[src/source/cachePkg.sv]
package cachePkg;

    // Cache geometry
    localparam int numLines  = 16;
    localparam int lineWords = 64;
    localparam int sramWords = 1024;

    // Byte address and data word
    typedef logic [31:0] addrT;
    typedef logic [31:0] wordT;

    // One enable per byte lane
    typedef logic [3:0] maskT;

    // Line tag is address bits 31 down to 8
    typedef logic [23:0] tagT;

    typedef logic [3:0] lineIdT;

    // Line index followed by word-in-line
    typedef logic [9:0] sramAddrT;

    typedef logic [29:0] extWordAddrT;

    // Controller to copy engine
    typedef enum logic [1:0] {
        copyNone,
        copyExtToCache,
        copyCacheToExt
    } copyCmdT;

endpackage
[src/source/sramArbiter.sv]
module sramArbiter
    import cachePkg::*;
(
    input  logic     pipeReq,
    input  logic     pipeWe,
    input  sramAddrT pipeAddr,
    input  wordT     pipeWdata,
    input  maskT     pipeMask,
    input  logic     copyReq,
    input  logic     copyWe,
    input  sramAddrT copyAddr,
    input  wordT     copyWdata,
    output logic     copyGrant,
    output logic     sramEn,
    output logic     sramWe,
    output maskT     sramMask,
    output sramAddrT sramAddr,
    output wordT     sramWdata
);

    // Pipeline always wins, copy engine takes idle cycles
    assign copyGrant = copyReq && !pipeReq;
    assign sramEn    = pipeReq || copyReq;

    always_comb begin
        if (pipeReq) begin
            sramWe    = pipeWe;
            sramAddr  = pipeAddr;
            sramWdata = pipeWdata;
            sramMask  = pipeMask;
        end else begin
            sramWe    = copyWe;
            sramAddr  = copyAddr;
            sramWdata = copyWdata;
            // Line copies always move whole words
            sramMask  = '1;
        end
    end

endmodule

[config.mk]
export PLATFORM = sky130hd
export DESIGN_NAME = sramArbiter
export DESIGN_NICKNAME = d
export VERILOG_FILES = /design/src/source/cachePkg.sv /design/src/source/sramArbiter.sv
export SDC_FILE = /design/constraint.sdc
export NUM_CORES = 1
export LEC_CHECK = 0
export ABC_CLOCK_PERIOD_IN_PS = 1200
export BUFFER_PORTS_ARGS = -buffer_cell sky130_fd_sc_hd__buf_2
export CORE_MARGIN = 2
export CORE_UTILIZATION = 23
export DETAILED_ROUTE_END_ITERATION = 16
export GPL_TIMING_DRIVEN = 0
export MAX_ROUTING_LAYER = met4
export PLACE_DENSITY = 0.89
export SYNTH_ARGS = -nofsm -noshare
export SYNTH_HDL_FRONTEND = slang
export SYNTH_SLANG_ARGS = --single-unit
[constraint.sdc]
create_clock -name vclk -period 1.2
set_input_delay 0.3 -clock vclk [all_inputs]
set_output_delay 0.3 -clock vclk [all_outputs]
set_load 0.01 [all_outputs]
* Word-level counts from Yosys, hierarchy flattened
Cells that the tools add are included.
** Word-level totals
- Register bits :: 0
- Output and inout bits :: 49
** Cells by class
- Multiplexer cells :: 4
- Reductions and logical operators :: 3
** Operator list (count)
- 32-bit 2-to-1 mux :: 1
- 10-bit 2-to-1 mux :: 1
- 4-bit 2-to-1 mux :: 1
- 1-bit logical AND :: 1
- 1-bit logical NOT :: 1
- 1-bit logical OR :: 1
- 1-bit 2-to-1 mux :: 1

* Longest topological paths before layout
Gate-level depths: netlist (run 1).
- Depth in word-level cells :: 2
- Depth in mapped cells :: 3
- Gate-level depth less buffers :: 1

* Worst setup path before layout (run 1)
OpenSTA, ideal clock, no wires.
- Path kind :: in2out
- From :: input port pipeReq
- To :: output port sramAddr[5]
- Arrival time :: 0.866 ns
- Data required time :: 0.900 ns
- Path slack :: 0.034 ns
- Stages :: 3
- Cell sequence :: buf_6 > buf_6 > mux2_4
** Between the ends
- Word-level cells in the longest chain between the ends :: 1
** Ends and longest elaborated chain
- start, declared :: RTL line sramArbiter.sv:4 : input logic pipeReq,
- 10-bit 2-to-1 mux :: RTL line sramArbiter.sv:26 : if (pipeReq) begin
- end, declared :: RTL line sramArbiter.sv:17 : output sramAddrT sramAddr,
Every way passes these cells.

* Worst setup path in the final report (run 1)
- From :: input port pipeReq
- To :: output port sramAddr[8]
The elaborated chain is that of the path after synthesis.

==> out/summary.txt, run 1 <==
Status = complete, but fails checks
Failing checks = setup timing
Synth top area cells = mux2_2 (75%), mux2_4 (10%), nand2b_1 (4.3%), buf_4 (3.9%), buf_6 (3.9%)
Syn Std Cell Area = 581.8 µm²
Hold path endpoint = sramMask[0]
Peak VDD IR = 0.2234 mV
Final Hold Vio Count = 0
Fmax = 788.1 MHz
Synth Area per Inst = 10.77 µm²
Die Ht = 54.30 µm
Largest area contributor in the netlist = mux2_2
Reg power frac = 0
Slew @ Worst Pin = 0.1220 ns
CP Capture Type = primary output
Post-Route WL = 3.237 mm
Inserted Diodes = 0
Commonest non-fill, non-tap cells in the layout = buf_2 (131), mux2_2 (33), mux2_4 (10), buf_6 (10), nand2b_1 (4)
Hold buffers post-CTS = 0
Layout area overhead = 149.2%
Gpl congestion = 0.7150
Total die area = 2948 µm²
Clock buffer count = 0
Most common cell after layout, fill and taps aside = buf_2
Final critical-path share of the clock period = 1.057
Leakage = 0.8410 nW
Syn_nets = 146
Switching share of total power = 0.3854
Detailed-router iteration count before antenna repair = 2
CORE AREA = 2432 µm²
HP Class = in -> out
Wire length per cell = 14.32 µm
CP Class = in -> out
Antenna Nets Post-Route = 0
Yosys top cell area share = 0.7548
GRT Resource Usage Total = 0.1993
Die X = 54.30 µm
Register Area = 0 µm²
Worst Hold Launch = pipeMask[0]
Final Worst Setup Slack = -0.06885 ns
Yosys cell types = 7
Final max-slew violation count = 0
Sequential fraction of the synthesis area = 0
Synth warn = 0
Hold slack = 0.8681 ns
Layout cell share with drive strength beyond 1 = 0.9694
Final #Nets = 290
First-pass GRT wire length = 4.202 mm
CP delay by family, top = buffers and inverters
CP bufs+invs = 3
Internal power = 362.3 µW
Port bufs = 140
Slew HR = 0.9187
Cells after Synth = 54
Slowest-stage cell, CP = mux2_4
Initial antenna violation count = 0
Num rows = 18
Max incr delay on CP = 0.30 ns
Via count of the first global-routing pass = 905
Critical Path Start Type = primary input
Grt total ovfl = 0
Setup_tns = -1.032 ns
Starting Density = 0.2392
Clock Power Share = 0
# setup viols final = 28
Final HPWL DP = 2.673 mm
Initial detailed-routing violation count = 2
DRC errors left = 0
Hold path cells = 3
Vias/cell = 4.451
NetSw = 227.2 µW
Required @ worst endpoint = 0.90 ns
Minimum clock period after layout = 1.269 ns
Data arrival time of the critical path = 0.97 ns
Routed via count = 1006
Combinational Power Share = 1.000
CP Max Fanout = 8
Max cap viols = 0
Seq cells = 0
RSZ-0062 raised after global routing = true
PD cells = 406.5 nW/µm²
Top-Level Pins = 141
Largest net degree at the start of global routing = 11
Crit path cell chain = buf_12 -> buf_8 -> mux2_4 -> buf_6
cells by family (layout without fill, tap and decap cells):
family,after synthesis,after routing,share of synthesized area
buffers and inverters,5,147,0.07741
multiplexers,43,43,0.8581
AND/OR/NAND/NOR,6,6,0.06452
Yosys cell counts (all sizes together):
cell type	number
or2	1
buf	5
nor2b	1
mux2	43
nand2b	4
power by group through the flow:
stage	Clock, mW	Sequential, mW	Combinational, mW
global placement	0	0	0.515
detailed placement	0	0	0.524
global route	0	0	0.635
finish	0	0	0.590
CTS	0	0	0.590
floorplan	0	0	0.250
area by class of cell:
| class | instances | area, µm² |
|---|---|---|
| well taps | 30 | 37.54 |
| repair buffers | 142 | 792.0 |
| plain buffers | 5 | 61.31 |
| fillers | 221 | 982.2 |
| multi-input cells | 49 | 559.3 |
per-stage QoR:
step	cell area, µm²	utilization	cells	total power, mW	setup WS (ns)
floorplan	581.8	-	54	0.2500	0.03384
global placement	1320	0.5427	224	0.5149	-0.1186
detailed placement	1320	0.5427	224	0.5235	-0.1235
CTS	1450	0.5962	226	0.5901	-0.06047
global route	1450	0.5962	226	0.6345	-0.07878
finish	1450	0.5962	226	0.5895	-0.06885
worst max path at each step:
stage | start | to | slack (ns) | cells after the start
after floorplan | pipeReq | sramAddr[5] | 0.03 | 3
after global placement | pipeReq | sramAddr[5] | -0.12 | 4
after detailed placement | pipeReq | sramAddr[5] | -0.12 | 4
after CTS | pipeReq | sramAddr[5] | -0.06 | 4
after global routing | pipeReq | sramAddr[8] | -0.08 | 4
final | pipeReq | sramAddr[8] | -0.07 | 4
per-layer routing:
layer  vias to the layer above  GRT usage  routed length, µm
met2                        64     0.3956               1725
li1                        484          -                  -
met3                         4    0.01913                351
met5                         -          -                  0
met1                       454     0.2124               1115
met4                         0    0.03333                 45
tightest hold or removal path: stages:
cell and delay, ns:
buf_2 0.07, nand2b_1 0.08, buf_2 0.12
repair_timing:
action                                 CTS  global route
pin swaps                                0             1
buffers inserted                         1             0
endpoints found under the hold margin    0             0
setup endpoints to repair               38            35
gates resized for setup                 20             0
gates cloned                             1             0
No activity file was read; power rests on OpenSTA's default activity.
==> run 2: changes to the inputs <==
--- a/config.mk
+++ b/config.mk
@@ -7,6 +7,7 @@
 export LEC_CHECK = 0
 export ABC_CLOCK_PERIOD_IN_PS = 1200
 export BUFFER_PORTS_ARGS = -buffer_cell sky130_fd_sc_hd__buf_2
+export CORE_ASPECT_RATIO = 0.9
 export CORE_MARGIN = 2
 export CORE_UTILIZATION = 23
 export DETAILED_ROUTE_END_ITERATION = 16
==> out/summary.txt, run 2 (same netlist as run 1, synthesis figures left out) <==
Slew @ Worst Pin = 0.07963 ns
Setup_tns = 0 ns
Final Hold Vio Count = 0
Status = finished clean
Detailed-router iteration count before antenna repair = 4
Post-Route WL = 3.380 mm
Switching share of total power = 0.3760
Starting Density = 0.2399
Inserted Diodes = 0
Final critical-path share of the clock period = 0.9905
Die X = 57.02 µm
Reg power frac = 0
CP bufs+invs = 2
DRC errors left = 0
Total die area = 2949 µm²
Slew HR = 0.9468
Required @ worst endpoint = 0.90 ns
GRT Resource Usage Total = 0.2017
Wire length per cell = 15.16 µm
Combinational Power Share = 1.000
Crit path cell chain = buf_12 -> mux2_2 -> buf_2
PD cells = 412.7 nW/µm²
Slowest-stage cell, CP = mux2_2
Fmax = 841.3 MHz
Register Area = 0 µm²
Minimum clock period after layout = 1.189 ns
Routed via count = 1019
Final #Nets = 289
Largest net degree at the start of global routing = 11
Seq cells = 0
Port bufs = 140
Commonest non-fill, non-tap cells in the layout = buf_2 (127), mux2_2 (29), mux2_4 (14)
Top-Level Pins = 141
Die Ht = 51.72 µm
Max cap viols = 0
Internal power = 386.7 µW
Final max-slew violation count = 0
CP Capture Type = primary output
RSZ-0062 raised after global routing = true
CORE AREA = 2425 µm²
Clock buffer count = 0
Leakage = 0.8697 nW
Critical Path Start Type = primary input
Total power = 619.7 µW
Peak VDD IR = 0.2392 mV
Initial antenna violation count = 0
Area after DPL = 1318 µm²
Final instance area = 1501 µm²
First-pass GRT wire length = 4.602 mm
CP Class = in -> out
Max incr delay on CP = 0.34 ns
CP delay by family, top = multiplexers
# setup viols final = 0
Num rows = 17
Antenna Nets Post-Route = 0
Data arrival time of the critical path = 0.89 ns
Layout cell share with drive strength beyond 1 = 0.9692
Via count of the first global-routing pass = 966
Grt total ovfl = 0
HP Class = in -> out
Initial detailed-routing violation count = 30
Layout area overhead = 158.1%
Clock Power Share = 0
Vias/cell = 4.570
Hold buffers post-CTS = 0
CP Max Fanout = 10
Most common cell after layout, fill and taps aside = buf_2
NetSw = 233.0 µW
Hold slack = 0.8839 ns
Gpl congestion = 0.7673
==> run 2: cell count changes in the layout (fill, tap and decap cells not counted), sizes merged <==
cell,previous run,this run
buf,147,146
==> run 2: timing repair <==
item / CTS / global route
buffers inserted: 1 / 0
setup endpoints to repair: 41 / 37
resized for setup: 20 / 15
gates cloned: 1 / 0
==> run 2: worst paths after layout <==
kind	startpoint	endpoint	slack, ns	cells after the start
setup / recovery	pipeReq	sramWdata[0]	0.01	3
hold / removal	pipeMask[0]	sramMask[0]	0.88	3
==> run 2: power by group through the flow <==
stage / Combinational [mW] / Sequential, mW / Clock (mW)
3_3_place_gp: 0.511 / 0 / 0
5_1_grt: 0.656 / 0 / 0
4_1_cts: 0.586 / 0 / 0
6_report: 0.620 / 0 / 0
2_1_floorplan: 0.250 / 0 / 0
3_5_place_dp: 0.520 / 0 / 0
==> run 2: per-layer routing <==
metal,up-vias,routed length (µm),global-route usage,part of all wire
met5,-,0,-,0
met4,0,71,0.03876,0.021
met3,8,283,0.01990,0.084
met2,74,1696,0.3812,0.50
met1,453,1329,0.2336,0.39
li1,484,-,-,-
==> run 2: area by class of cell <==
type	instances	area, µm²
Buffer	4	75.07
Timing Repair Buffer	142	817.0
Fill cell	208	923.4
Tap cell	28	35.03
Multi-Input combinational cell	49	574.3
==> run 2: through the flow <==
step / std cells / setup WS [ns] / util
5_1_grt: 223 / -0.004842 / 0.6192
3_5_place_dp: 222 / -0.1163 / 0.5433
3_3_place_gp: 222 / -0.1087 / 0.5433
4_1_cts: 224 / -0.04939 / 0.5970
6_report: 223 / 0.01134 / 0.6192
2_1_floorplan: 54 / 0.03384 / -
==> run 3: changes to the inputs <==
--- a/config.mk
+++ b/config.mk
@@ -6,7 +6,7 @@
 export NUM_CORES = 1
 export LEC_CHECK = 0
 export ABC_CLOCK_PERIOD_IN_PS = 1200
-export BUFFER_PORTS_ARGS = -buffer_cell sky130_fd_sc_hd__buf_2
+export BUFFER_PORTS_ARGS = -buffer_cell sky130_fd_sc_hd__buf_4
 export CORE_ASPECT_RATIO = 0.9
 export CORE_MARGIN = 2
 export CORE_UTILIZATION = 23
@@ -14,6 +14,7 @@
 export GPL_TIMING_DRIVEN = 0
 export MAX_ROUTING_LAYER = met4
 export PLACE_DENSITY = 0.89
+export RECOVER_POWER = 100
 export SYNTH_ARGS = -nofsm -noshare
 export SYNTH_HDL_FRONTEND = slang
 export SYNTH_SLANG_ARGS = --single-unit
==> out/summary.txt, run 3 (same netlist as run 1, synthesis figures left out) <==
Peak VDD IR = 0.2743 mV
# setup viols final = 39
Crit path cell chain = buf_12 -> buf_8 -> mux2_4 -> buf_6
Slew HR = 0.8912
Commonest non-fill, non-tap cells in the layout = buf_4 (132), mux2_2 (34), buf_6 (10)
Layout cell share with drive strength beyond 1 = 0.9545
DRC errors left = 0
Final Hold Vio Count = 0
Total die area = 2949 µm²
Inserted Diodes = 0
Gpl congestion = 0.8095
HP Class = in -> out
Slowest-stage cell, CP = mux2_4
Initial antenna violation count = 0
Required @ worst endpoint = 0.90 ns
Via count of the first global-routing pass = 1074
Final max-slew violation count = 0
Final HPWL DP = 3.015 mm
Data arrival time of the critical path = 0.98 ns
Final #Nets = 292
Post-Route WL = 3.895 mm
CP Max Fanout = 8
Die Ht = 51.72 µm
Port bufs = 140
Final critical-path share of the clock period = 1.065
Register Area = 0 µm²
PD cells = 412.8 nW/µm²
First-pass GRT wire length = 5.520 mm
CP delay by family, top = buffers and inverters
Seq cells = 0
Pre-CTS setup slack = -0.1297 ns
Busiest grt layer = met2
Top-Level Pins = 141
CP Capture Type = primary output
Leakage = 0.9567 nW
Total power = 738.1 µW
Hold path cells = 3
Slew @ Worst Pin = 0.1638 ns
Routed via count = 1019
Met1 GRT Util = 0.2857
Most common cell after layout, fill and taps aside = buf_4
Clock buffer count = 0
Worst Hold Launch = pipeMask[1]
Num rows = 17
Max incr delay on CP = 0.30 ns
Antenna Nets Post-Route = 0
Die X = 57.02 µm
Hold path endpoint = sramMask[1]
Largest net degree at the start of global routing = 11
RSZ-0062 raised after global routing = true
Utilization after layout = 0.7374
Wire length per cell = 17.23 µm
Fmax = 782.2 MHz
CP bufs+invs = 3
Final Worst Setup Slack = -0.07841 ns
M2 GR Usage = 0.4598
Grt total ovfl = 0
Max cap viols = 0
Critical Path Start Type = primary input
Starting Density = 0.2399
FILL cells = 173
Status = complete, but fails checks
GRT Resource Usage Total = 0.2503
CORE AREA = 2425 µm²
Layout area overhead = 207.3%
Initial detailed-routing violation count = 47
Detailed-router iteration count before antenna repair = 6
Failing checks = setup timing
Minimum clock period after layout = 1.278 ns
Hold buffers post-CTS = 0
Met3 Use GR = 0.04975
CP Class = in -> out
Vias/cell = 4.509
-- run 3: cell type report --
cell class	count	area [µm²]	share of cell area
Buffer	5	57.56	0.03219
Timing Repair Buffer	144	1140	0.6375
Multi-Input combinational cell	49	555.5	0.3107
Tap cell	28	35.03	0.01959
-- run 3: repair_timing --
action,in CTS,in global routing
buffers inserted,3,0
pin swaps,1,0
cloned,1,0
resized for setup,19,0
setup endpoints to repair,43,43
-- run 3: metal layers --
metal	share of wire	routed length (µm)	vias up
met5	0	0	-
met4	0.021	82	0
met3	0.098	383	8
met2	0.53	2064	82
met1	0.35	1365	440
li1	-	-	489
-- run 3: worst max path at each step --
| stage | from | to | slack (ns) | cells after the start |
|---|---|---|---|---|
| 2_1_floorplan | pipeReq | sramAddr[5] | 0.03 | 3 |
| 3_3_place_gp | pipeReq | sramAddr[6] | -0.11 | 4 |
| 3_5_place_dp | pipeReq | sramAddr[6] | -0.13 | 4 |
| 4_1_cts | pipeReq | sramAddr[6] | -0.07 | 4 |
| 5_1_grt | pipeReq | sramAddr[7] | -0.09 | 4 |
| 6_report | pipeReq | sramAddr[6] | -0.08 | 4 |
-- run 3: where the power goes --
group	leakage [nW]	internal (mW)	switching, mW
Combinational	0.957	0.498	0.240
Sequential	0	0	0
Clock	0	0	0
Total	0.957	0.498	0.240
-- run 3: per-stage QoR --
step                      cell area (µm²)  hold slack [ns]  TNS (ns)  cells
after global placement               1668           0.8765    -1.486    222
after detailed placement             1668           0.8746    -1.969    222
after floorplan                     581.8           0.7179         0     54
after global routing                 1788           0.9010    -2.780    226
after CTS                            1799           0.8758    -2.087    226
final                                1788           0.8787    -2.061    226
