`config.mk`:
```
export PLATFORM = sky130hd
export DESIGN_NAME = lineCopyEngine
export DESIGN_NICKNAME = d
export VERILOG_FILES = /design/src/source/cachePkg.sv /design/src/source/lineCopyEngine.sv
export SDC_FILE = /design/constraint.sdc
export NUM_CORES = 1
export LEC_CHECK = 0
export ABC_AREA = 0
export BUFFER_PORTS_ARGS = -buffer_cell sky130_fd_sc_hd__buf_2
export CAP_MARGIN = 20
export CORE_MARGIN = 5
export CORE_UTILIZATION = 34
export CTS_CLUSTER_DIAMETER = 200
export CTS_CLUSTER_SIZE = 24
export DETAILED_ROUTE_END_ITERATION = 10
export HOLD_SLACK_MARGIN = 0.15
export PLACE_DENSITY = 0.86
export SLEW_MARGIN = 20
export SYNTH_ARGS = -nofsm -noshare
export SYNTH_HDL_FRONTEND = slang
export SYNTH_SLANG_ARGS = --single-unit
```
`constraint.sdc`:
```
create_clock -name clk -period 4.3 [get_ports clk]
set_input_delay 0 -clock clk [delete_from_list [all_inputs] [get_ports clk]]
set_output_delay 0 -clock clk [all_outputs]
set_load 0.05 [all_outputs]
```
`src/source/cachePkg.sv`:
```
package cachePkg;

    // Cache geometry
    localparam int numLines  = 16;
    localparam int lineWords = 64;
    localparam int sramWords = 1024;

    // Byte address and data word
    typedef logic [31:0] addrT;
    typedef logic [31:0] wordT;

    // One enable per byte lane
    typedef logic [3:0] maskT;

    // Line tag is address bits 31 down to 8
    typedef logic [23:0] tagT;

    typedef logic [3:0] lineIdT;

    // Line index followed by word-in-line
    typedef logic [9:0] sramAddrT;

    typedef logic [29:0] extWordAddrT;

    // Controller to copy engine
    typedef enum logic [1:0] {
        copyNone,
        copyExtToCache,
        copyCacheToExt
    } copyCmdT;

endpackage
```
`src/source/lineCopyEngine.sv`:
```
module lineCopyEngine
    import cachePkg::*;
(
    input  logic        clk,
    input  logic        rst,
    input  copyCmdT     copyCmd,
    input  lineIdT      copyLine,
    input  tagT         copyTag,
    output logic        copyBusy,
    output logic        copyReq,
    output logic        copyWe,
    output sramAddrT    copyAddr,
    output wordT        copyWdata,
    input  logic        copyGrant,
    input  wordT        sramRdata,
    output extWordAddrT extAddr,
    output logic        extWe,
    output wordT        extWdata,
    input  wordT        extRdata
);

    typedef enum logic [1:0] {stateIdle, stateRead, stateWrite} stateT;

    stateT                        state;
    logic                         toExt;
    lineIdT                       line;
    tagT                          tag;
    logic [$clog2(lineWords)-1:0] wordCnt;
    logic                         step;

    assign copyBusy  = state != stateIdle;
    assign copyAddr  = {line, wordCnt};
    assign copyWdata = extRdata;
    assign extAddr   = {tag, wordCnt};
    assign extWdata  = sramRdata;

    // SRAM is the source when writing back, the destination when refilling
    assign copyReq = (state == stateRead && toExt) || (state == stateWrite && !toExt);
    assign copyWe  = !toExt;
    assign extWe   = state == stateWrite && toExt;

    // Held in place while the pipeline owns the SRAM
    assign step = !copyReq || copyGrant;

    always_ff @(posedge clk) begin
        if (rst) begin
            state <= stateIdle;
        end else begin
            case (state)
                stateIdle: begin
                    if (copyCmd != copyNone) begin
                        toExt   <= copyCmd == copyCacheToExt;
                        line    <= copyLine;
                        tag     <= copyTag;
                        wordCnt <= '0;
                        state   <= stateRead;
                    end
                end
                stateRead: begin
                    if (step) begin
                        state <= stateWrite;
                    end
                end
                stateWrite: begin
                    if (step) begin
                        if (32'(wordCnt) == lineWords - 1) begin
                            state <= stateIdle;
                        end else begin
                            wordCnt <= wordCnt + 1'b1;
                            state   <= stateRead;
                        end
                    end
                end
                default: state <= stateIdle;
            endcase
        end
    end

endmodule

```
# Word-level counts from Yosys, hierarchy flattened
# Index checks and enable logic that the tools add are counted.
# op_classes
mux	9
bitwise_logic	1
eq_ne	8
reduce_logical	14
add_sub_neg	1
# ops
op	count
6-bit two-way mux	3
6-bit one-hot mux with 2 select lines	1
2-bit != test (second input constant)	4
6-bit by 1-bit adder with 6-bit output (second input constant)	1
6-bit == test (second input constant)	1
2-bit two-way mux	3
2-bit one-hot mux with 3 select lines	1
3-bit AND reduction	2
2-bit nonzero test	3
5-bit AND reduction	1
2-bit == test (second input constant)	2
1-bit logical AND	3
2-bit by 1-bit == test with 1-bit output (second input constant)	1
1-bit logical NOT	2
2-bit logical NOT	1
1-bit logical OR	2
1-bit two-way mux	1
1-bit NOT	1
# word_totals
in_bits	97
wordCells	38
reg_bits	37

# Longest topological paths before layout
# Gate-level depths: netlist of run 1.
# logic_depth
word_depth	7
depth_mapped	4

# Worst setup path before layout of run 1
# No wires, ideal clock.
# synth_timing
path_kind	register to register
start	register state[0]
end	register line[0] (enable)
required_time_ns	3.812
period_less_slack_ns	3.745
path_slack_ns	0.555
path_buffers	0
path_stages_with_launch	2
arrival_time_ns	3.257
setup_ns	0.488
path_cell_list	dfxtp_1 -> nor4_1
# synth_via
elab_chain_len	2
# synth_rtl
element	line	rtl
start, declared	lineCopyEngine.sv:24	stateT state;
start signal, assigned	lineCopyEngine.sv:47	state <= stateIdle;
start signal, assigned	lineCopyEngine.sv:56	state <= stateRead;
start signal, assigned	lineCopyEngine.sv:61	state <= stateWrite;
2-bit logical NOT	lineCopyEngine.sv:49	case (state)
3-bit AND reduction (no source line)	n/a	
end signal, assigned	lineCopyEngine.sv:53	line <= copyLine;
end, declared	lineCopyEngine.sv:26	lineIdT line;
# Every way passes these cells.
# A chain may end at the register's enable or synchronous reset.

# Worst setup path after layout of run 1
# layout_timing
start	register wordCnt[0]
end	register wordCnt[1] (enable)
# layout_via
elab_chain_len	3
# layout_rtl
element	line	rtl
start, declared	lineCopyEngine.sv:28	logic [$clog2(lineWords)-1:0] wordCnt;
start signal, assigned	lineCopyEngine.sv:69	wordCnt <= wordCnt + 1'b1;
6-bit == test	lineCopyEngine.sv:66	if (32'(wordCnt) == lineWords - 1) begin
2-bit != test (no source line)	n/a	
5-bit AND reduction (no source line)	n/a	
# Every way passes these cells.

==> results of run 1 <==
per-stage QoR:
step / area (sq um) / utilization (%) / total power [W] / hold WS, ns / cells
after CTS: 2870 / 55.5 / 0.00112 / 0.321 / 326
after global placement: 1780 / 34.5 / 0.000634 / 0.000341 / 221
after detailed placement: 1780 / 34.5 / 0.000638 / 0.000341 / 221
final: 2880 / 55.6 / 0.00111 / 0.354 / 327
after global routing: 2880 / 55.6 / 0.00116 / 0.398 / 327
after floorplan: 1840 / - / 0.000752 / 0.0691 / 145
how the worst max path moves through the flow:
stage	start	end
floorplan	state[0]$_SDFFE_PP0P_	line[0]$_DFFE_PP_
global placement	wordCnt[0]$_SDFFCE_PN0P_	wordCnt[0]$_SDFFCE_PN0P_
detailed placement	wordCnt[0]$_SDFFCE_PN0P_	wordCnt[1]$_SDFFCE_PN0P_
CTS	wordCnt[0]$_SDFFCE_PN0P_	wordCnt[1]$_SDFFCE_PN0P_
global route	wordCnt[0]$_SDFFCE_PN0P_	wordCnt[3]$_SDFFCE_PN0P_
finish	wordCnt[0]$_SDFFCE_PN0P_	wordCnt[1]$_SDFFCE_PN0P_
cell type report:
class	instances	area [sq um]	area share [%]
inverter	3	11.3	0.391
sequential	37	1090	37.9
antenna	1	2.50	0.0870
multi-input combinational	34	211	7.35
clock inverter	3	46.3	1.61
tap	70	87.6	3.04
timing repair buffer	174	1360	47.2
clock buffer	5	68.8	2.39
cell families after synthesis:
| family | after synthesis |
|---|---|
| xor gates and xnor gates | 3 |
| buffers and inverters | 74 |
| adders and majority gates | 1 |
| DFF | 37 |
| AOI/OAI and AO/OA | 8 |
| and+or+nand+nor | 22 |
Yosys cell counts:
cell type	n	area (sq um)
buf_4	70	526
xor2_1	2	17.5
buf_6	1	11.3
a21oi_1	2	10.0
o211ai_1	1	7.51
o21a_1	1	7.51
nor2_1	8	30.0
or3_1	2	12.5
nand3_1	4	20.0
xnor2_1	1	8.76
inv_1	3	11.3
nand2b_1	2	12.5
edfxtp_1	35	1050
o41ai_1	1	8.76
dfxtp_1	2	40.0
nand2_1	1	3.75
ha_1	1	12.5
or4_1	1	7.51
nor4_1	2	12.5
o21ai_0	3	15.0
nor2b_1	1	6.26
or2_2	1	6.26
per-layer routing:
layer	vias to the layer above	part of all wire, %	track usage [%]
met2	113	57	26.5
li1	642	-	-
met3	6	10	5.03
met5	-	0	0
met1	631	32	13.0
met4	0	1.5	4.82
worst reg2reg max path: cells and delay by family (launching register included):
family	cells	cell delay [ns]
simple gates	3	0.83
fa+ha+maj	1	0.26
flops	1	0.45
state kept, by name, indices dropped and copies added, names as in the netlist:
| name | flops |
|---|---|
| line | 4 |
| toExt | 1 |
| tag | 24 |
| wordCnt | 6 |
| state | 2 |
power breakdown:
group	switching [W]	internal [W]	leakage, nW
registers	0.0000140	0.000427	0.347
clock network	0.000122	0.000173	0.0544
logic	0.000277	0.000101	0.791
==> results.md, run 1 <==
* Via density per instance at between 4 and 5
* Distinct cells, synth at 22
* Final slew viol count at 0
* CTS root buf: clkbuf_8
* CP Cell Sequence: ha_1 -> nand3_1 -> nor2_1 -> nor4_2
* Synth Net Count at about 240
* Critical path launch point type: flop
* Max stage delay on crit path at ~0.62 ns
* XOR/XNOR Fraction of Synth Area at 1.43%
* R2R Path End: wordCnt[1]$_SDFFCE_PN0P_
* Hold_sp: copyCmd[1]
* Worst EP required at roughly 4.2 ns
* F_max at 0.527 GHz
* Buf+Inv Stages, Crit Path at 0
* Pin count of the biggest net entering global routing at 30
* Launching point of the worst reg2reg path: wordCnt[0]$_SDFFCE_PN0P_
* Final Cycle Share at between 40% and 50%
* Synth Area in Compound Gates at around 2.7%
* MaxCap Viol Count at 0
* Fill cells at 406
* Adder-Cell Fraction of Synth Area at less than 1%
* Status: complete, no violations
* Max clock buf depth at 2
* First-pass GRT wire length at about 7.5 mm
* Total CTS buffers at 5
* Post-synthesis mux area share at 0%
* Worst slack, placed at roughly 2.1 ns
* Slew of the pin with the lowest slew margin at around 0.72 ns
* All-Layer GR Usage at 13.7%
* Post-Syn Area at between 1500 and 2000 sq um
* Final #Nets at 353
* Hold Fails Final Rpt at 0
* Routability cong. at ~0.7
* Drt wl/cell at about 16 um
* Setup bufs post-CTS at 0
* Cts hold-fix bufs at 97
* P&R area growth vs syn at 56.6%
* Instance count on the critical path at 4
* Most common cell after layout, fill and taps aside: dlygate4sd3_1
* RSZ-0062 raised after global routing: no
* Clk sinks at 37
* Rows at 26
* Register area share after synthesis at 59.4%
* WHS Endpoint: state[0]$_SDFFE_PP0P_
* Yosys warnings at 0
* Cell area power density at approximately 390 nW/um^2
* Arr. time, crit path at roughly 1.8 ns
* Die width at 83.5 um
* R2R cell count at 4
* Final wirelength at a little over 5 mm
* Residual DRC at 0
* Vias in the first global route at around 1,600
* Final setup viols at 0
* Share of cells above drive strength 1 at between 30% and 40%
* Io pins at just over 200
* Headroom to the max-slew limit at approximately half
* CTS-repair resized insts at 0
* Die area at between 6000 and 7000 sq um
* PortBufs at between 70 and 80
* Total congestion overflow at 0
* Worst reg-to-reg setup slack at ~2.4 ns
* CP endpoint kind: flop
* HP Class: in2reg
* Synthesis-stage register bit count at 37
* CP max stage cell: nor4_2
* Fin crit period at roughly 1.9 ns
* Antenna Nets Post-Route at 0
* Worst Hold Path Cells at 4
* Starting Density at around 36%
* Commonest cells after routing, fill and taps aside: dlygate4sd3_1, buf_2, edfxtp_1, nor2_1, clkbuf_8
* Number of H-tree levels at 2
* Largest family of logic cells by synthesized area: buffers and inverters
* Initial antenna violation count at 1
* Delay-heaviest family, CP: simple AND/OR/NAND/NOR gates
* Worst setup margin at between 2 and 2.5 ns
* CTS tree: done
* Post-Syn Instances at 145
* Die height at 83.5 um
* Crit Path Max Fanout at 6
* Max VDD drop at about 0.00018 V
* Syn avg cell area at approximately 13 sq um
* Setup TNS at 0 ns
* Routed vias at 1,392
* Detailed placement HPWL at 2.88 mm
* Initial drt markers at 39
* Final Skew at 0.00333 ns
* Router iterations before antenna repair at 4
* Worst setup path class: reg2reg
* Clk slew on worst S/H paths at approximately 0.070 ns
* P_leak at 1.19 nW
* Post-Synth Simple-Gate Area at 6.06%
* Core area at around 5200 sq um
* Clk_lat worst skew at slightly below 0.3 ns
No activity file was read; power rests on OpenSTA's default activity.
==> inputs of run 2 (changes only) <==
==> constraint.sdc (replaced) <==
create_clock -name clk -period 1.82 [get_ports clk]
set_input_delay 0 -clock clk [delete_from_list [all_inputs] [get_ports clk]]
set_output_delay 0 -clock clk [all_outputs]
set_load 0.05 [all_outputs]
==> run 2 against run 1 <==
Effect of this change:
- non-clock buffer count is the same
- global-route usage grew 0.13 points
- sequential power grew 140%
- critical path type unchanged
- largest power group unchanged
==> results.md, run 2 (synthesis gave the netlist of run 1 again) <==
* Top Layer Used: met4
* Setup TNS at 0 ns (unchanged)
* P&R area growth vs syn at 58.1%
* Worst setup path class: reg2reg
* CTS tree: done
* Die width at 83.5 um (unchanged)
* RSZ-0062 raised after global routing: no
* Fin crit period at 1.73 ns (-0.164 ns)
* Initial antenna violation count at 1 (unchanged)
* Max VDD drop at 0.000316 V (+72%)
* Clk sinks at 37 (unchanged)
* CP endpoint kind: flop
* F_max at 0.577 GHz (+9.5%)
* CTS root buf: clkbuf_8
* Register area at 1090 sq um (+0.23%)
* Placed cell areas at 1820 sq um (+2.0%)
* Metal-1 WL at 1.56 mm (-3.9%)
* Arr. time, crit path at 1.96 ns (+0.14 ns)
* Wire length on met3 at 522 um (+0.58%)
* Drt wl/cell at 15.5 um (-1.7%)
* Router iterations before antenna repair at 2 (-2)
* Biggest regs: tag: 24 flops, wordCnt: 6 flops, line: 4 flops
* Max clock buf depth at 2 (unchanged)
* Residual DRC at 0 (unchanged)
* Routability cong. at 0.736 (+3.4%)
* Util after Layout at 56.2% (+0.53 points)
* Final wirelength at 5.07 mm (-1.7%)
* Final setup viols at 0 (unchanged)
* Vias in the first global route at 1,556 (+0.13%)
* Final Skew at 0.00522 ns (+0.00189 ns)
* Number of H-tree levels at 2 (unchanged)
* PortBufs at 76 (unchanged)
* Critical path launch point type: flop
* Core area at 5170 sq um (unchanged)
* Detailed placement HPWL at 2.90 mm (+0.74%)
* Antenna Nets Post-Route at 0 (unchanged)
* Commonest cells after routing, fill and taps aside: dlygate4sd3_1, buf_2, edfxtp_1, nor2_1, clkbuf_8
* First-pass GRT wire length at 7.69 mm (+2.3%)
* Clk slew on worst S/H paths at 0.07 ns (about the same)
* Setup bufs post-CTS at 0 (unchanged)
* Headroom to the max-slew limit at 64.9% (+14 points)
* Final Cycle Share at 95.3% (+51 points)
* Hold Fails Final Rpt at 0 (unchanged)
* Clk_lat worst skew at 0.28 ns (about the same)
* Status: complete, no violations
* Share of cells above drive strength 1 at 36.3% (+2.0 points)
* Design area at 2910 sq um (+0.96%)
* Total CTS buffers at 5 (unchanged)
* Rows at 26 (unchanged)
* Pin count of the biggest net entering global routing at 30 (unchanged)
* Most flops, register: tag
* HP Class: in2reg
* DR WL met2 at 2.83 mm (-3.4%)
* Initial drt markers at 37 (-5.1%)
* Crit Path Max Fanout at 9 (+3)
* Cell area power density at 903 nW/um^2 (+130%)
* Final slew viol count at 0 (unchanged)
* Fill cells at 405 (-0.25%)
* P_leak at 1.19 nW (about the same)
* Most common cell after layout, fill and taps aside: dlygate4sd3_1
* Via density per instance at 4.27 (+0.36%)
* Die area at 6980 sq um (unchanged)
* Io pins at 205 (unchanged)
* MaxCap Viol Count at 0 (unchanged)
* Total congestion overflow at 0 (unchanged)
* Max reg flops at 24 (unchanged)
* Worst EP required at 2.05 ns (-2.17 ns)
* Slew of the pin with the lowest slew margin at 0.525 ns (-0.199 ns)
* Starting Density at 35.5% (unchanged)
* Routed vias at 1,397 (+0.36%)
* Die height at 83.5 um (unchanged)
* All-Layer GR Usage at 13.8% (+0.13 points)
* Area occupied by multi-input gates at 241 sq um (+14%)
* Final #Nets at 353 (unchanged)
-- run 2: cell counts in the layout (fill, tap and decap cells not counted) --
No cell type changed its count.
-- run 2: routing by layer --
layer | up-vias | GRT usage (%)
met4 | 0 | 6.58
li1 | 645 | -
met5 | - | 0
met1 | 623 | 12.3
met2 | 116 | 26.8
met3 | 13 | 5.33
-- run 2: power breakdown --
part,leakage (nW),switching [W],internal (W)
clock network,0.0518,0.000279,0.000403
registers,0.348,0.0000371,0.00101
logic,0.793,0.000652,0.000243
-- run 2: final timing paths --
kind | depth (start not counted) | slack, ns | to | start
max reg2reg | 4 | 0.09 | state[1]$_SDFFE_PP0P_ | state[0]$_SDFFE_PP0P_
max | 4 | 0.09 | state[1]$_SDFFE_PP0P_ | state[0]$_SDFFE_PP0P_
min reg2reg | 1 | 0.59 | state[0]$_SDFFE_PP0P_ | state[0]$_SDFFE_PP0P_
min | 4 | 0.37 | state[0]$_SDFFE_PP0P_ | copyCmd[1]
-- run 2: worst max-delay path: stages, from the launching register on --
cell,delay (ns)
dfxtp_2,0.38
nand2b_2,0.27
or3_1,0.33
a21oi_1,0.14
dlygate4sd3_1,0.55
-- run 2: what timing repair did --
| item | 4_1_cts | 5_1_grt |
|---|---|---|
| hold endpoints to repair | 101 | 0 |
| gates resized for setup | 0 | 1 |
| hold buffers | 97 | 0 |
| endpoints found under the setup margin | 0 | 1 |
-- run 2: final cells by class --
| type | instances | area share (%) |
|---|---|---|
| multi-input cells | 34 | 8.31 |
| flip-flops and latches | 37 | 37.6 |
| clock buffers | 5 | 2.37 |
| repair buffers | 174 | 46.8 |
| inverters | 3 | 0.388 |
| well taps | 70 | 3.01 |
| clock inverters | 3 | 1.42 |
| diodes | 1 | 0.0861 |
-- run 2: per-stage QoR --
stage / hold WS [ns] / setup slack [ns] / power, W / std cells
final: 0.372 / 0.0863 / 0.00262 / 327
after detailed placement: 0.000341 / 0.177 / 0.00152 / 221
after floorplan: 0.0617 / 0.00124 / 0.00179 / 145
after CTS: 0.368 / 0.0319 / 0.00265 / 326
after global placement: 0.000341 / 0.268 / 0.00151 / 221
after global routing: 0.417 / 0.0123 / 0.00272 / 327
