### src/source/cachePkg.sv
package cachePkg;

    // Cache geometry
    localparam int numLines  = 16;
    localparam int lineWords = 64;
    localparam int sramWords = 1024;

    // Byte address and data word
    typedef logic [31:0] addrT;
    typedef logic [31:0] wordT;

    // One enable per byte lane
    typedef logic [3:0] maskT;

    // Line tag is address bits 31 down to 8
    typedef logic [23:0] tagT;

    typedef logic [3:0] lineIdT;

    // Line index followed by word-in-line
    typedef logic [9:0] sramAddrT;

    typedef logic [29:0] extWordAddrT;

    // Controller to copy engine
    typedef enum logic [1:0] {
        copyNone,
        copyExtToCache,
        copyCacheToExt
    } copyCmdT;

endpackage
### src/source/cacheController.sv
module cacheController
    import cachePkg::*;
(
    input  logic     clk,
    input  logic     rst,
    input  logic     ldValid,
    input  addrT     ldAddr,
    output logic     ldStall,
    input  logic     stValid,
    input  addrT     stAddr,
    input  wordT     stData,
    input  maskT     stMask,
    output logic     stStall,
    input  logic     fence,
    output logic     fenceBusy,
    output copyCmdT  copyCmd,
    output lineIdT   copyLine,
    output tagT      copyTag,
    input  logic     copyBusy,
    output logic     pipeReq,
    output logic     pipeWe,
    output sramAddrT pipeAddr,
    output wordT     pipeWdata,
    output maskT     pipeMask,
    output logic     ldDataValid
);

    typedef enum logic [1:0] {mgmtNone, mgmtClean, mgmtInval, mgmtFlush} mgmtT;

    tagT                 tags [numLines];
    logic [numLines-1:0] lineValid;
    logic [numLines-1:0] lineDirty;
    logic [numLines-1:0] lineUsed;

    logic   freeAvail;
    lineIdT freeId;
    lineIdT clockPtr;
    logic   loading;
    logic   evicting;
    logic   evictForMgmt;
    logic   waitCycle;
    mgmtT   mgmtRq;
    lineIdT mgmtId;
    logic   fenceSched;
    logic   fenceActive;

    logic   missLdValid;
    addrT   missLdAddr;
    logic   missStValid;
    addrT   missStAddr;
    wordT   missStData;
    maskT   missStMask;

    addrT   ldLookAddr;
    addrT   stLookAddr;
    wordT   stLookData;
    maskT   stLookMask;
    logic   ldHit;
    logic   stHit;
    lineIdT ldHitId;
    lineIdT stHitId;
    tagT    refillTag;
    logic   ldAccept;
    logic   stAccept;
    logic   ldReplay;
    logic   stReplay;
    logic   pipeIdle;

    function automatic logic [$bits(lineIdT):0] lookup(input tagT tag);
        logic [$bits(lineIdT):0] res;
        res = '0;
        for (int i = 0; i < numLines; i++) begin
            if (lineValid[i] && tags[i] == tag) begin
                res = {1'b1, lineIdT'(i)};
            end
        end
        return res;
    endfunction

    // Held misses take over the lookup until they replay
    always_comb begin
        ldLookAddr = missLdValid ? missLdAddr : ldAddr;
        stLookAddr = missStValid ? missStAddr : stAddr;
        stLookData = missStValid ? missStData : stData;
        stLookMask = missStValid ? missStMask : stMask;
        {ldHit, ldHitId} = lookup(ldLookAddr[31:8]);
        {stHit, stHitId} = lookup(stLookAddr[31:8]);
        refillTag = (missLdValid && !ldHit) ? missLdAddr[31:8] : missStAddr[31:8];
    end

    assign fenceBusy = fenceSched || fenceActive;
    assign ldStall   = missLdValid || waitCycle || fenceSched || fenceActive;
    assign ldAccept  = ldValid && !ldStall;
    assign ldReplay  = missLdValid && ldHit;

    // Loads own the SRAM port whenever they issue
    assign stStall = missStValid || loading || evicting || waitCycle || mgmtRq != mgmtNone
                     || fenceSched || fenceActive || ldAccept || ldReplay;
    assign stAccept = stValid && !stStall;
    assign stReplay = missStValid && stHit && !ldReplay && !ldAccept;
    assign pipeIdle = !ldAccept && !stAccept && !ldReplay && !stReplay;

    always_ff @(posedge clk) begin
        copyCmd     <= copyNone;
        waitCycle   <= 1'b0;
        pipeReq     <= 1'b0;
        ldDataValid <= pipeReq && !pipeWe;

        if (rst) begin
            lineValid   <= '0;
            lineDirty   <= '0;
            lineUsed    <= '0;
            clockPtr    <= '0;
            freeAvail   <= 1'b1;
            freeId      <= '0;
            loading     <= 1'b0;
            evicting    <= 1'b0;
            mgmtRq      <= mgmtNone;
            fenceSched  <= 1'b0;
            fenceActive <= 1'b0;
            missLdValid <= 1'b0;
            missStValid <= 1'b0;
            ldDataValid <= 1'b0;
        end else begin
            // Second chance; during a fence only skip empty entries
            if (fenceActive) begin
                if (!lineValid[clockPtr]) begin
                    clockPtr <= clockPtr + 1'b1;
                end
            end else if (lineValid[clockPtr] && lineUsed[clockPtr]) begin
                lineUsed[clockPtr] <= 1'b0;
                clockPtr <= clockPtr + 1'b1;
            end

            if (loading) begin
                if (!waitCycle && !copyBusy) begin
                    loading <= 1'b0;
                    lineValid[freeId] <= 1'b1;
                    lineUsed[freeId] <= 1'b1;
                    lineDirty[freeId] <= 1'b0;
                end
            end else if (evicting) begin
                if (!waitCycle && !copyBusy) begin
                    if (evictForMgmt) begin
                        mgmtRq <= mgmtNone;
                    end else begin
                        freeAvail <= 1'b1;
                    end
                    evicting <= 1'b0;
                end
            end else if (mgmtRq != mgmtNone) begin
                if (!lineValid[mgmtId]) begin
                    mgmtRq <= mgmtNone;
                end else if (pipeIdle) begin
                    if (mgmtRq == mgmtClean) begin
                        lineDirty[mgmtId] <= 1'b0;
                    end else begin
                        lineValid[mgmtId] <= 1'b0;
                        lineUsed[mgmtId] <= 1'b0;
                    end
                    if (lineDirty[mgmtId] && mgmtRq != mgmtInval) begin
                        copyCmd      <= copyCacheToExt;
                        copyLine     <= mgmtId;
                        copyTag      <= tags[mgmtId];
                        evicting     <= 1'b1;
                        evictForMgmt <= 1'b1;
                        waitCycle    <= 1'b1;
                    end else begin
                        mgmtRq <= mgmtNone;
                    end
                end
            end else if (!freeAvail || fenceActive) begin
                if (!lineValid[clockPtr]) begin
                    freeAvail <= 1'b1;
                    freeId    <= clockPtr;
                end else if ((!lineUsed[clockPtr] || fenceActive) && pipeIdle) begin
                    lineValid[clockPtr] <= 1'b0;
                    lineUsed[clockPtr] <= 1'b0;
                    freeId <= clockPtr;
                    if (lineDirty[clockPtr]) begin
                        copyCmd      <= copyCacheToExt;
                        copyLine     <= clockPtr;
                        copyTag      <= tags[clockPtr];
                        evicting     <= 1'b1;
                        evictForMgmt <= 1'b0;
                        waitCycle    <= 1'b1;
                    end else begin
                        freeAvail <= 1'b1;
                    end
                end
            end else if ((missLdValid && !ldHit) || (missStValid && !stHit)) begin
                // Load misses refill first
                copyCmd      <= copyExtToCache;
                copyLine     <= freeId;
                copyTag      <= refillTag;
                tags[freeId] <= refillTag;
                loading      <= 1'b1;
                freeAvail    <= 1'b0;
                waitCycle    <= 1'b1;
            end

            if (ldAccept && !ldHit) begin
                missLdValid <= 1'b1;
                missLdAddr  <= ldAddr;
            end
            if ((ldAccept && ldHit) || ldReplay) begin
                pipeReq  <= 1'b1;
                pipeWe   <= 1'b0;
                pipeAddr <= {ldHitId, ldLookAddr[7:2]};
                lineUsed[ldHitId] <= 1'b1;
                missLdValid <= 1'b0;
            end

            // Zero mask selects a management operation by data bits
            if (stAccept && stMask == '0) begin
                if (stHit) begin
                    mgmtId <= stHitId;
                    case (stData[1:0])
                        2'd0:    mgmtRq <= mgmtClean;
                        2'd1:    mgmtRq <= mgmtInval;
                        default: mgmtRq <= mgmtFlush;
                    endcase
                end
            end else if (stAccept && !stHit) begin
                missStValid <= 1'b1;
                missStAddr  <= stAddr;
                missStData  <= stData;
                missStMask  <= stMask;
            end else if (stAccept || stReplay) begin
                pipeReq   <= 1'b1;
                pipeWe    <= 1'b1;
                pipeAddr  <= {stHitId, stLookAddr[7:2]};
                pipeWdata <= stLookData;
                pipeMask  <= stLookMask;
                lineUsed[stHitId]  <= 1'b1;
                lineDirty[stHitId] <= 1'b1;
                missStValid <= 1'b0;
            end

            // Fence ends once the table is empty and the last writeback is done
            if (fenceActive && lineValid == '0 && !evicting) begin
                fenceActive <= 1'b0;
            end else if (fenceSched && !loading && !evicting && mgmtRq == mgmtNone
                         && !missLdValid && !missStValid && pipeIdle) begin
                fenceActive <= 1'b1;
                fenceSched  <= 1'b0;
            end else if (fence) begin
                fenceSched <= 1'b1;
            end
        end
    end

endmodule

### config.mk
export PLATFORM = sky130hd
export DESIGN_NAME = cacheController
export DESIGN_NICKNAME = d
export VERILOG_FILES = /design/src/source/cachePkg.sv /design/src/source/cacheController.sv
export SDC_FILE = /design/constraint.sdc
export NUM_CORES = 2
export LEC_CHECK = 0
export BUFFER_PORTS_ARGS = -buffer_cell sky130_fd_sc_hd__buf_2
export CAP_MARGIN = 20
export CELL_PAD_IN_SITES_DETAIL_PLACEMENT = 1
export CELL_PAD_IN_SITES_GLOBAL_PLACEMENT = 1
export CORE_MARGIN = 3
export CORE_UTILIZATION = 45
export DETAILED_ROUTE_END_ITERATION = 12
export HOLD_SLACK_MARGIN = 0.1
export PLACE_DENSITY = 0.82
export SETUP_SLACK_MARGIN = 0.3
export SKIP_LAST_GASP = 1
export SLEW_MARGIN = 10
export SYNTH_ARGS = -nofsm -noshare
export SYNTH_HDL_FRONTEND = slang
export SYNTH_SLANG_ARGS = --single-unit
### constraint.sdc
create_clock -name clk -period 9.3 [get_ports clk]
set_input_delay 1.395 -clock clk [delete_from_list [all_inputs] [get_ports clk]]
set_output_delay 1.395 -clock clk [all_outputs]
set_load 0.05 [all_outputs]
# After elaboration in Yosys (flattened, before gate mapping)
# Memory sizes are Yosys's and may differ from the RTL's. A register that Yosys moved wholly into a read port is not among the register bits.
# Index checks and enable logic that the tools add are counted.
[totals]
regBits = 250
ramBits = 384
in_bits = 106
out_inout_bits = 82
elab_cells = 443
memories = 1
[classes]
n_addsub = 1
n_lt_le_gt_ge = 10
n_eq_ne = 53
muxes = 196
n_bitwise = 22
reduce_logical = 131
[memory_table]
columns = ["memory", "depth", "width", "read_ports", "rd_ports_with_merged_regs", "write_ports", "line_no", "rtl"]
rows = [
  ["tags", 16, 24, 18, 2, 1, "cacheController.sv:30", "tagT tags [numLines];"],
]
[op_table]
columns = ["op", "count"]
rows = [
  ["$eq A24 B24 Y1", 32],
  ["$mux W16", 40],
  ["$mux W24", 10],
  ["$mux W5", 32],
  ["$and A16 B16 Y16", 7],
  ["$mux W32", 3],
  ["$or A16 B16 Y16", 5],
  ["$mux W4", 18],
  ["$logic_and A1 B1 Y1", 65],
  ["$mux W1", 60],
  ["$not A16 Y16", 3],
  ["$mux W10", 4],
  ["$mux W2", 18],
  ["$lt A4 B5 Y1 const B", 5],
  ["$bmux W1 S4", 5],
  ["$demux W1 S4", 5],
  ["$ge A4 B1 Y1 const B", 5],
  ["$reduce_and A10 Y1", 2],
  ["$logic_not A1 Y1", 17],
  ["$logic_or A1 B1 Y1", 17],
  ["$logic_not A16 Y1", 1],
  ["$reduce_bool A2 Y1", 8],
  ["$reduce_bool A3 Y1", 5],
  ["$ne A2 B2 Y1 const B", 6],
  ["other kinds (19)", 40],
]

# Longest topological paths before layout
[logic_depth]
ltp_word = 42
depth_mapped = 16
ltp_nobuf = 11

# Least setup slack after synthesis
# OpenSTA, ideal clock, no wires.
[synth_path]
path_type = "input-to-reg"
startpoint = "input ldAddr[19]"
endpoint = "register missStAddr[10], enable pin"
setup_time_ps = 571
t_arrival_ps = 7812
path_slack_ps = 917
cell_stages = 11
n_path_buf = 1
cell_sequence = "mux2i_2 -> buf_4 -> xnor2_1 -> nor4_1 -> nand2_1 -> nor4_1 -> nor4_4 -> a41oi_4 -> nor2_4 -> nand2_1 -> nor3_1"
[synth_via]
elab_chain_len = 26
elab_cells_between_ends = 57
cone_classes = "eq/ne (16); mux (17); bitwise (1); reduce/logical (23)"
[synth_lines]
columns = ["item", "line_no", "rtl"]
rows = [
  ["start: declaration", "cacheController.sv:7", "input addrT ldAddr,"],
  ["$mux W32 (*)", "cacheController.sv:82", "ldLookAddr = missLdValid ? missLdAddr : ldAddr;"],
  ["$eq A24 B24 Y1", "cacheController.sv:73", "if (lineValid[i] && tags[i] == tag) begin"],
  ["$logic_and A1 B1 Y1", "cacheController.sv:73", ""],
  ["$mux W5 (15 in series)", "cacheController.sv:73", ""],
  ["$mux W5 (*)", "cacheController.sv:73", ""],
  ["$logic_and A1 B1 Y1 (*)", "cacheController.sv:94", "assign ldReplay = missLdValid && ldHit;"],
  ["$logic_or A1 B1 Y1 (*)", "cacheController.sv:98", "|| fenceSched || fenceActive || ldAccept || ldReplay;"],
  ["$logic_not A1 Y1 (*)", "cacheController.sv:99", "assign stAccept = stValid && !stStall;"],
  ["$logic_and A1 B1 Y1 (*)", "cacheController.sv:99", ""],
  ["$logic_and A1 B1 Y1", "cacheController.sv:215", "if (stAccept && stMask == '0) begin"],
  ["$not A1 Y1 (no line)", "--", ""],
  ["$reduce_and A3 Y1 (no line) (*)", "--", ""],
  ["end signal: assignment", "cacheController.sv:226", "missStAddr <= stAddr;"],
  ["end: declaration", "cacheController.sv:50", "addrT missStAddr;"],
]
# Mark *: on every way between the ends. The rest lies on a longest branch, timed or not.
# A chain may end at the register's enable or synchronous reset.

# Worst setup path after layout
[layout_path]
startpoint = "register missLdValid"
endpoint = "output stStall"
[layout_via]
elab_chain_len = 21
elab_cells_between_ends = 57
cone_classes = "eq/ne (16); mux (17); reduce/logical (24)"
[layout_lines]
columns = ["item", "line_no", "rtl"]
rows = [
  ["start: declaration", "cacheController.sv:47", "logic missLdValid;"],
  ["start signal: assignment", "cacheController.sv:121", "missLdValid <= 1'b0;"],
  ["start signal: assignment", "cacheController.sv:203", "missLdValid <= 1'b1;"],
  ["start signal: assignment", "cacheController.sv:211", "missLdValid <= 1'b0;"],
  ["$mux W32", "cacheController.sv:82", ""],
  ["$eq A24 B24 Y1", "cacheController.sv:73", ""],
  ["$logic_and A1 B1 Y1", "cacheController.sv:73", ""],
  ["$mux W5 (16 in series)", "cacheController.sv:73", ""],
  ["$logic_and A1 B1 Y1", "cacheController.sv:94", ""],
  ["$logic_or A1 B1 Y1 (*)", "cacheController.sv:98", ""],
  ["end: declaration", "cacheController.sv:13", "output logic stStall,"],
]
# Marked as above.

==> impl.org <==
** Power and ir drop
- Leak pwr :: 0.0136 µW
- The worst-case IR drop observed on VDD is 0.210 mV.
- Overall power consumption :: 9290 µW
- Power density over the cells :: 209 nW/µm²

** Drt
- For this run, design rule violations remaining after detail routing come to 0.
- DRT iter0 DRCs :: 4749
- The first detailed-routing pass ran for 5 iterations.
- Routed wirelength normalized by instance count :: 48.1 µm
- Summed over all layers, the routed wires come to 207000 µm.
- Post-route ant nets :: 0
- After detailed routing, the number of vias per cell comes to 7.13.
- Routed vias :: 30700

** STA
- In the finished design, the share of the clock period the worst path needs comes to 0.862.
- Sum of negative setup slack :: 0 ns
- Worst Clk Skew :: 0.0359 ns
- Fin. Hold Viols :: 0
- Least-Margin Pin Slew :: 1.29 ns
- The routed design could run at a clock period as short as 8.01 ns.
- Max-slew violations :: 0
- Headroom to the max-slew limit :: 0.136
- Fmax :: 125 MHz
- Setup repair after global routing left no endpoint under its margin.
- Setup violations remaining at the end of the flow were counted as 0.

** Setup path
- End of the worst register-to-register path :: copyTag[12]$_DFFE_PP_
- The number of cells on the worst reg-to-reg path is 13.
- CP Class :: flip-flop to output pin
- Worst Setup Start Kind :: flip-flop
- Endpoint required time on the critical path :: 7.91 ns
- Cells along the critical path :: buf_4 -> mux2i_4 -> xor2_1 -> nand4_1 -> nor4_1 -> nand4_1 -> and4bb_2 -> a41oi_4 -> nor2_4 -> nand2_1 -> buf_2
- Library cell contributing the largest single delay on the critical path :: sky130_fd_sc_hd__nor4_1
- The worst setup path is captured at an output pin.
- The most critical setup path has its startpoint at missLdValid$_SDFFE_PP0P_.
- CP most frequent cell :: sky130_fd_sc_hd__nand4_1
- Slack of the worst reg-to-reg path :: 1.94 ns
- Reg-to-reg startpoint :: missLdValid$_SDFFE_PP0P_
- On the worst path, the slowest cell contributes a delay of 1.13 ns.
- Critical path data arrival time :: 6.62 ns
- Of all nets on the critical path, the largest fanout is 20.

** Placement
- The congestion estimate from routability-driven global placement came to 1.09.
- The count of buffers added on input and output ports is 183.
- Placed wire-length estimate after detailed placement :: 155000 µm

** Yosys
- Async SR Flop Fraction :: 0
- In the post-synthesis netlist, the biggest area contributors are sky130_fd_sc_hd__edfxtp_1, sky130_fd_sc_hd__mux4_2, sky130_fd_sc_hd__xnor2_1.
- Number of enable flip-flop cells after synthesis :: 560
- Yosys top cell area share :: 0.426
- Yosys top cell by area :: sky130_fd_sc_hd__edfxtp_1
- Number of storage elements in the synthesis netlist :: 638
- The synthesized netlist occupies a cell area of 39500 µm².
- The commonest cells after synthesis are sky130_fd_sc_hd__edfxtp_1, sky130_fd_sc_hd__xnor2_1, sky130_fd_sc_hd__mux4_2, sky130_fd_sc_hd__xor2_1, sky130_fd_sc_hd__nor4_1.
- In the synthesized netlist the dominant register cell turns out to be sky130_fd_sc_hd__edfxtp_1.
- Most common cell in the synthesized netlist :: sky130_fd_sc_hd__edfxtp_1
- Number of standard cells after synthesis :: 2889
- The share of the Yosys chip area taken by registers is 0.465.
- Synth Area per Inst :: 13.7 µm²
- The Yosys step of the flow raised 0 warnings.
- Count of cell types in the netlist :: 79
- Syn Nets :: 2999

** Clock tree
- Clock-pin slew was measured on the worst setup and hold paths at 0.06 ns.
- CTS H-Tree Depth :: 3
- Number of hold buffers added after cts :: 0
- Clock insertion delay at the later pin of the skew report :: 0.68 ns
- CTS Sinks :: 638
- Once the clock tree was built, the setup fixing pass inserted 0 buffers.
- Clock tree from TritonCTS :: yes
- The root buffer cell chosen for the clock tree is sky130_fd_sc_hd__clkbuf_16.
- Clock tree synthesis inserted a total of 75 buffers.
- Total of cells resized after clock tree synthesis :: 0
- No sink is reached through more buffers than the 3 on the longest clock path.

** Final layout
- Fraction of final layout cells with drive strength greater than 1 :: 0.273
- Nets :: 3204
- The area growth from synthesis to layout is 12.6%.

** Die
- Pin placement for this block handled 188 I/O pins.
- The core region is 86900 µm².
- Core Rows :: 108
- Horiz. Die Dim :: 302 µm
- The die is 302 µm tall.
- Initial Utilization :: 0.455
- Die Footprint :: 91400 µm²

** Global routing
- The first global-routing pass estimated 275000 µm of wire.
- Global-route usage over all layers :: 0.452
- Sum of overflow across all layers after global routing :: 0
- The number of global-route vias before repair was 30500.
- Entering global routing, the biggest net connects 54 pins.
- The initial antenna violation count was 6.

** Flow run
- Max-cap violations in this run came to 0.

** Hold path
- The worst hold path terminates at lineDirty[15]$_SDFF_PP0_.
- The startpoint identified for the worst hold timing path is lineDirty[15]$_SDFF_PP0_.
- Count of cells along the worst hold path :: 2
- In this run the worst hold path is classified as flip-flop to flip-flop.

** Outcome
- Run status :: complete, no violations
## state kept, by name, summed over array words and instances, names as in the netlist, 2 cells and up, named ones only
signal      cells
clockPtr        4
copyCmd         2
copyLine        4
copyTag        24
freeId          4
lineDirty      16
lineUsed       16
lineValid      16
mgmtId          4
mgmtRq          2
missLdAddr     30
missStAddr     30
missStData     32
missStMask      4
pipeAddr       10
pipeMask        4
pipeWdata      32
tags          384
## critical path: cells and delay by family (launching register included)
family,cells,cell delay [ns]
buffers and inverters,2,0.91
AO/OA/AOI/OAI,1,0.35
multiplexers,1,0.68
flip-flops,1,0.77
XOR/XNOR,1,0.27
AND/OR/NAND/NOR,6,2.91
## layout make-up
type	count	area (µm²)
repair buffers	298	1770
diodes	4	10.0
inverters	31	116
flip-flops and latches	638	18400
multi-input cells	2050	20200
fillers	8647	42400
well taps	1155	1450
clock buffers	95	2080
clock inverters	40	443
## metrics by stage
step	std cells	hold slack [ns]	util	setup slack, ns	cell area [µm²]
floorplan	2889	0.447	-	0.917	39500
global placement	4168	0.464	0.482	2.39	41900
detailed placement	4168	0.487	0.482	2.32	41900
CTS	4303	0.500	0.511	1.67	44400
global route	4308	0.524	0.512	1.60	44500
finish	4311	0.499	0.512	1.29	44500
## layout by cell type (no fill, tap or decap), types with 10 or more instances in the layout
cell | synthesis | final
sky130_fd_sc_hd__edfxtp_1 | 560 | 560
sky130_fd_sc_hd__xnor2_1 | 533 | 533
sky130_fd_sc_hd__mux4_2 | 265 | 265
sky130_fd_sc_hd__xor2_1 | 238 | 238
sky130_fd_sc_hd__buf_2 | 11 | 185
sky130_fd_sc_hd__nor4_1 | 160 | 152
sky130_fd_sc_hd__buf_4 | 29 | 111
sky130_fd_sc_hd__nand2_1 | 101 | 100
sky130_fd_sc_hd__clkbuf_16 | 0 | 79
sky130_fd_sc_hd__dfxtp_1 | 78 | 70
sky130_fd_sc_hd__nand4_1 | 68 | 68
sky130_fd_sc_hd__nor3_1 | 72 | 59
sky130_fd_sc_hd__nor2_1 | 59 | 59
sky130_fd_sc_hd__mux2_2 | 59 | 59
sky130_fd_sc_hd__nand3_1 | 57 | 57
sky130_fd_sc_hd__o21ai_0 | 57 | 57
sky130_fd_sc_hd__mux2i_1 | 45 | 45
sky130_fd_sc_hd__mux2i_4 | 43 | 43
sky130_fd_sc_hd__a21oi_1 | 36 | 36
sky130_fd_sc_hd__inv_1 | 29 | 28
sky130_fd_sc_hd__nor2b_1 | 18 | 18
sky130_fd_sc_hd__nor3_2 | 2 | 15
sky130_fd_sc_hd__nor4_2 | 7 | 15
sky130_fd_sc_hd__a31oi_1 | 14 | 14
sky130_fd_sc_hd__or4_1 | 12 | 12
sky130_fd_sc_hd__o211ai_1 | 12 | 12
sky130_fd_sc_hd__nand2b_1 | 12 | 12
sky130_fd_sc_hd__clkbuf_1 | 80 | 12
sky130_fd_sc_hd__and2_1 | 12 | 11
sky130_fd_sc_hd__or2_2 | 11 | 11
sky130_fd_sc_hd__clkinv_2 | 0 | 11
sky130_fd_sc_hd__or3_1 | 10 | 10
sky130_fd_sc_hd__o221a_2 | 10 | 10
sky130_fd_sc_hd__clkinv_1 | 1 | 10
## power by group
part | total (µW) | internal, µW | switching [µW]
clock network | 3090 | 1810 | 1280
logic | 2720 | 884 | 1830
registers | 3480 | 3330 | 152
## worst max path at each step
stage                               end  slack, ns  depth (start not counted)
2_1_floorplan  missStAddr[10]$_DFFE_PP_       0.92                         11
3_3_place_gp       tags[8][7]$_DFFE_PP_       2.39                         15
3_5_place_dp       tags[8][7]$_DFFE_PP_       2.32                         15
4_1_cts                         stStall       1.67                         11
5_1_grt                         stStall       1.60                         11
6_report                        stStall       1.29                         11
## metal layers
layer / up-vias / GRT usage / share of wire
li1: 11600 / - / -
met1: 15900 / 0.564 / 0.35
met5: - / 0 / 0.00037
met3: 670 / 0.121 / 0.11
met2: 2602 / 0.678 / 0.43
met4: 8 / 0.335 / 0.097
## logic make-up (layout without fill, tap and decap cells)
group,count (synthesis),in the layout,share of synthesized area
flops,638,638,0.465
simple gates,641,641,0.0921
buf+inv,201,464,0.0272
compound gates,214,214,0.0367
xor+xnor,771,771,0.171
other cells,0,4,0
fa+ha+maj,4,4,0.00127
mux,420,420,0.207
Note: power is estimated with default switching activity, not from simulation.
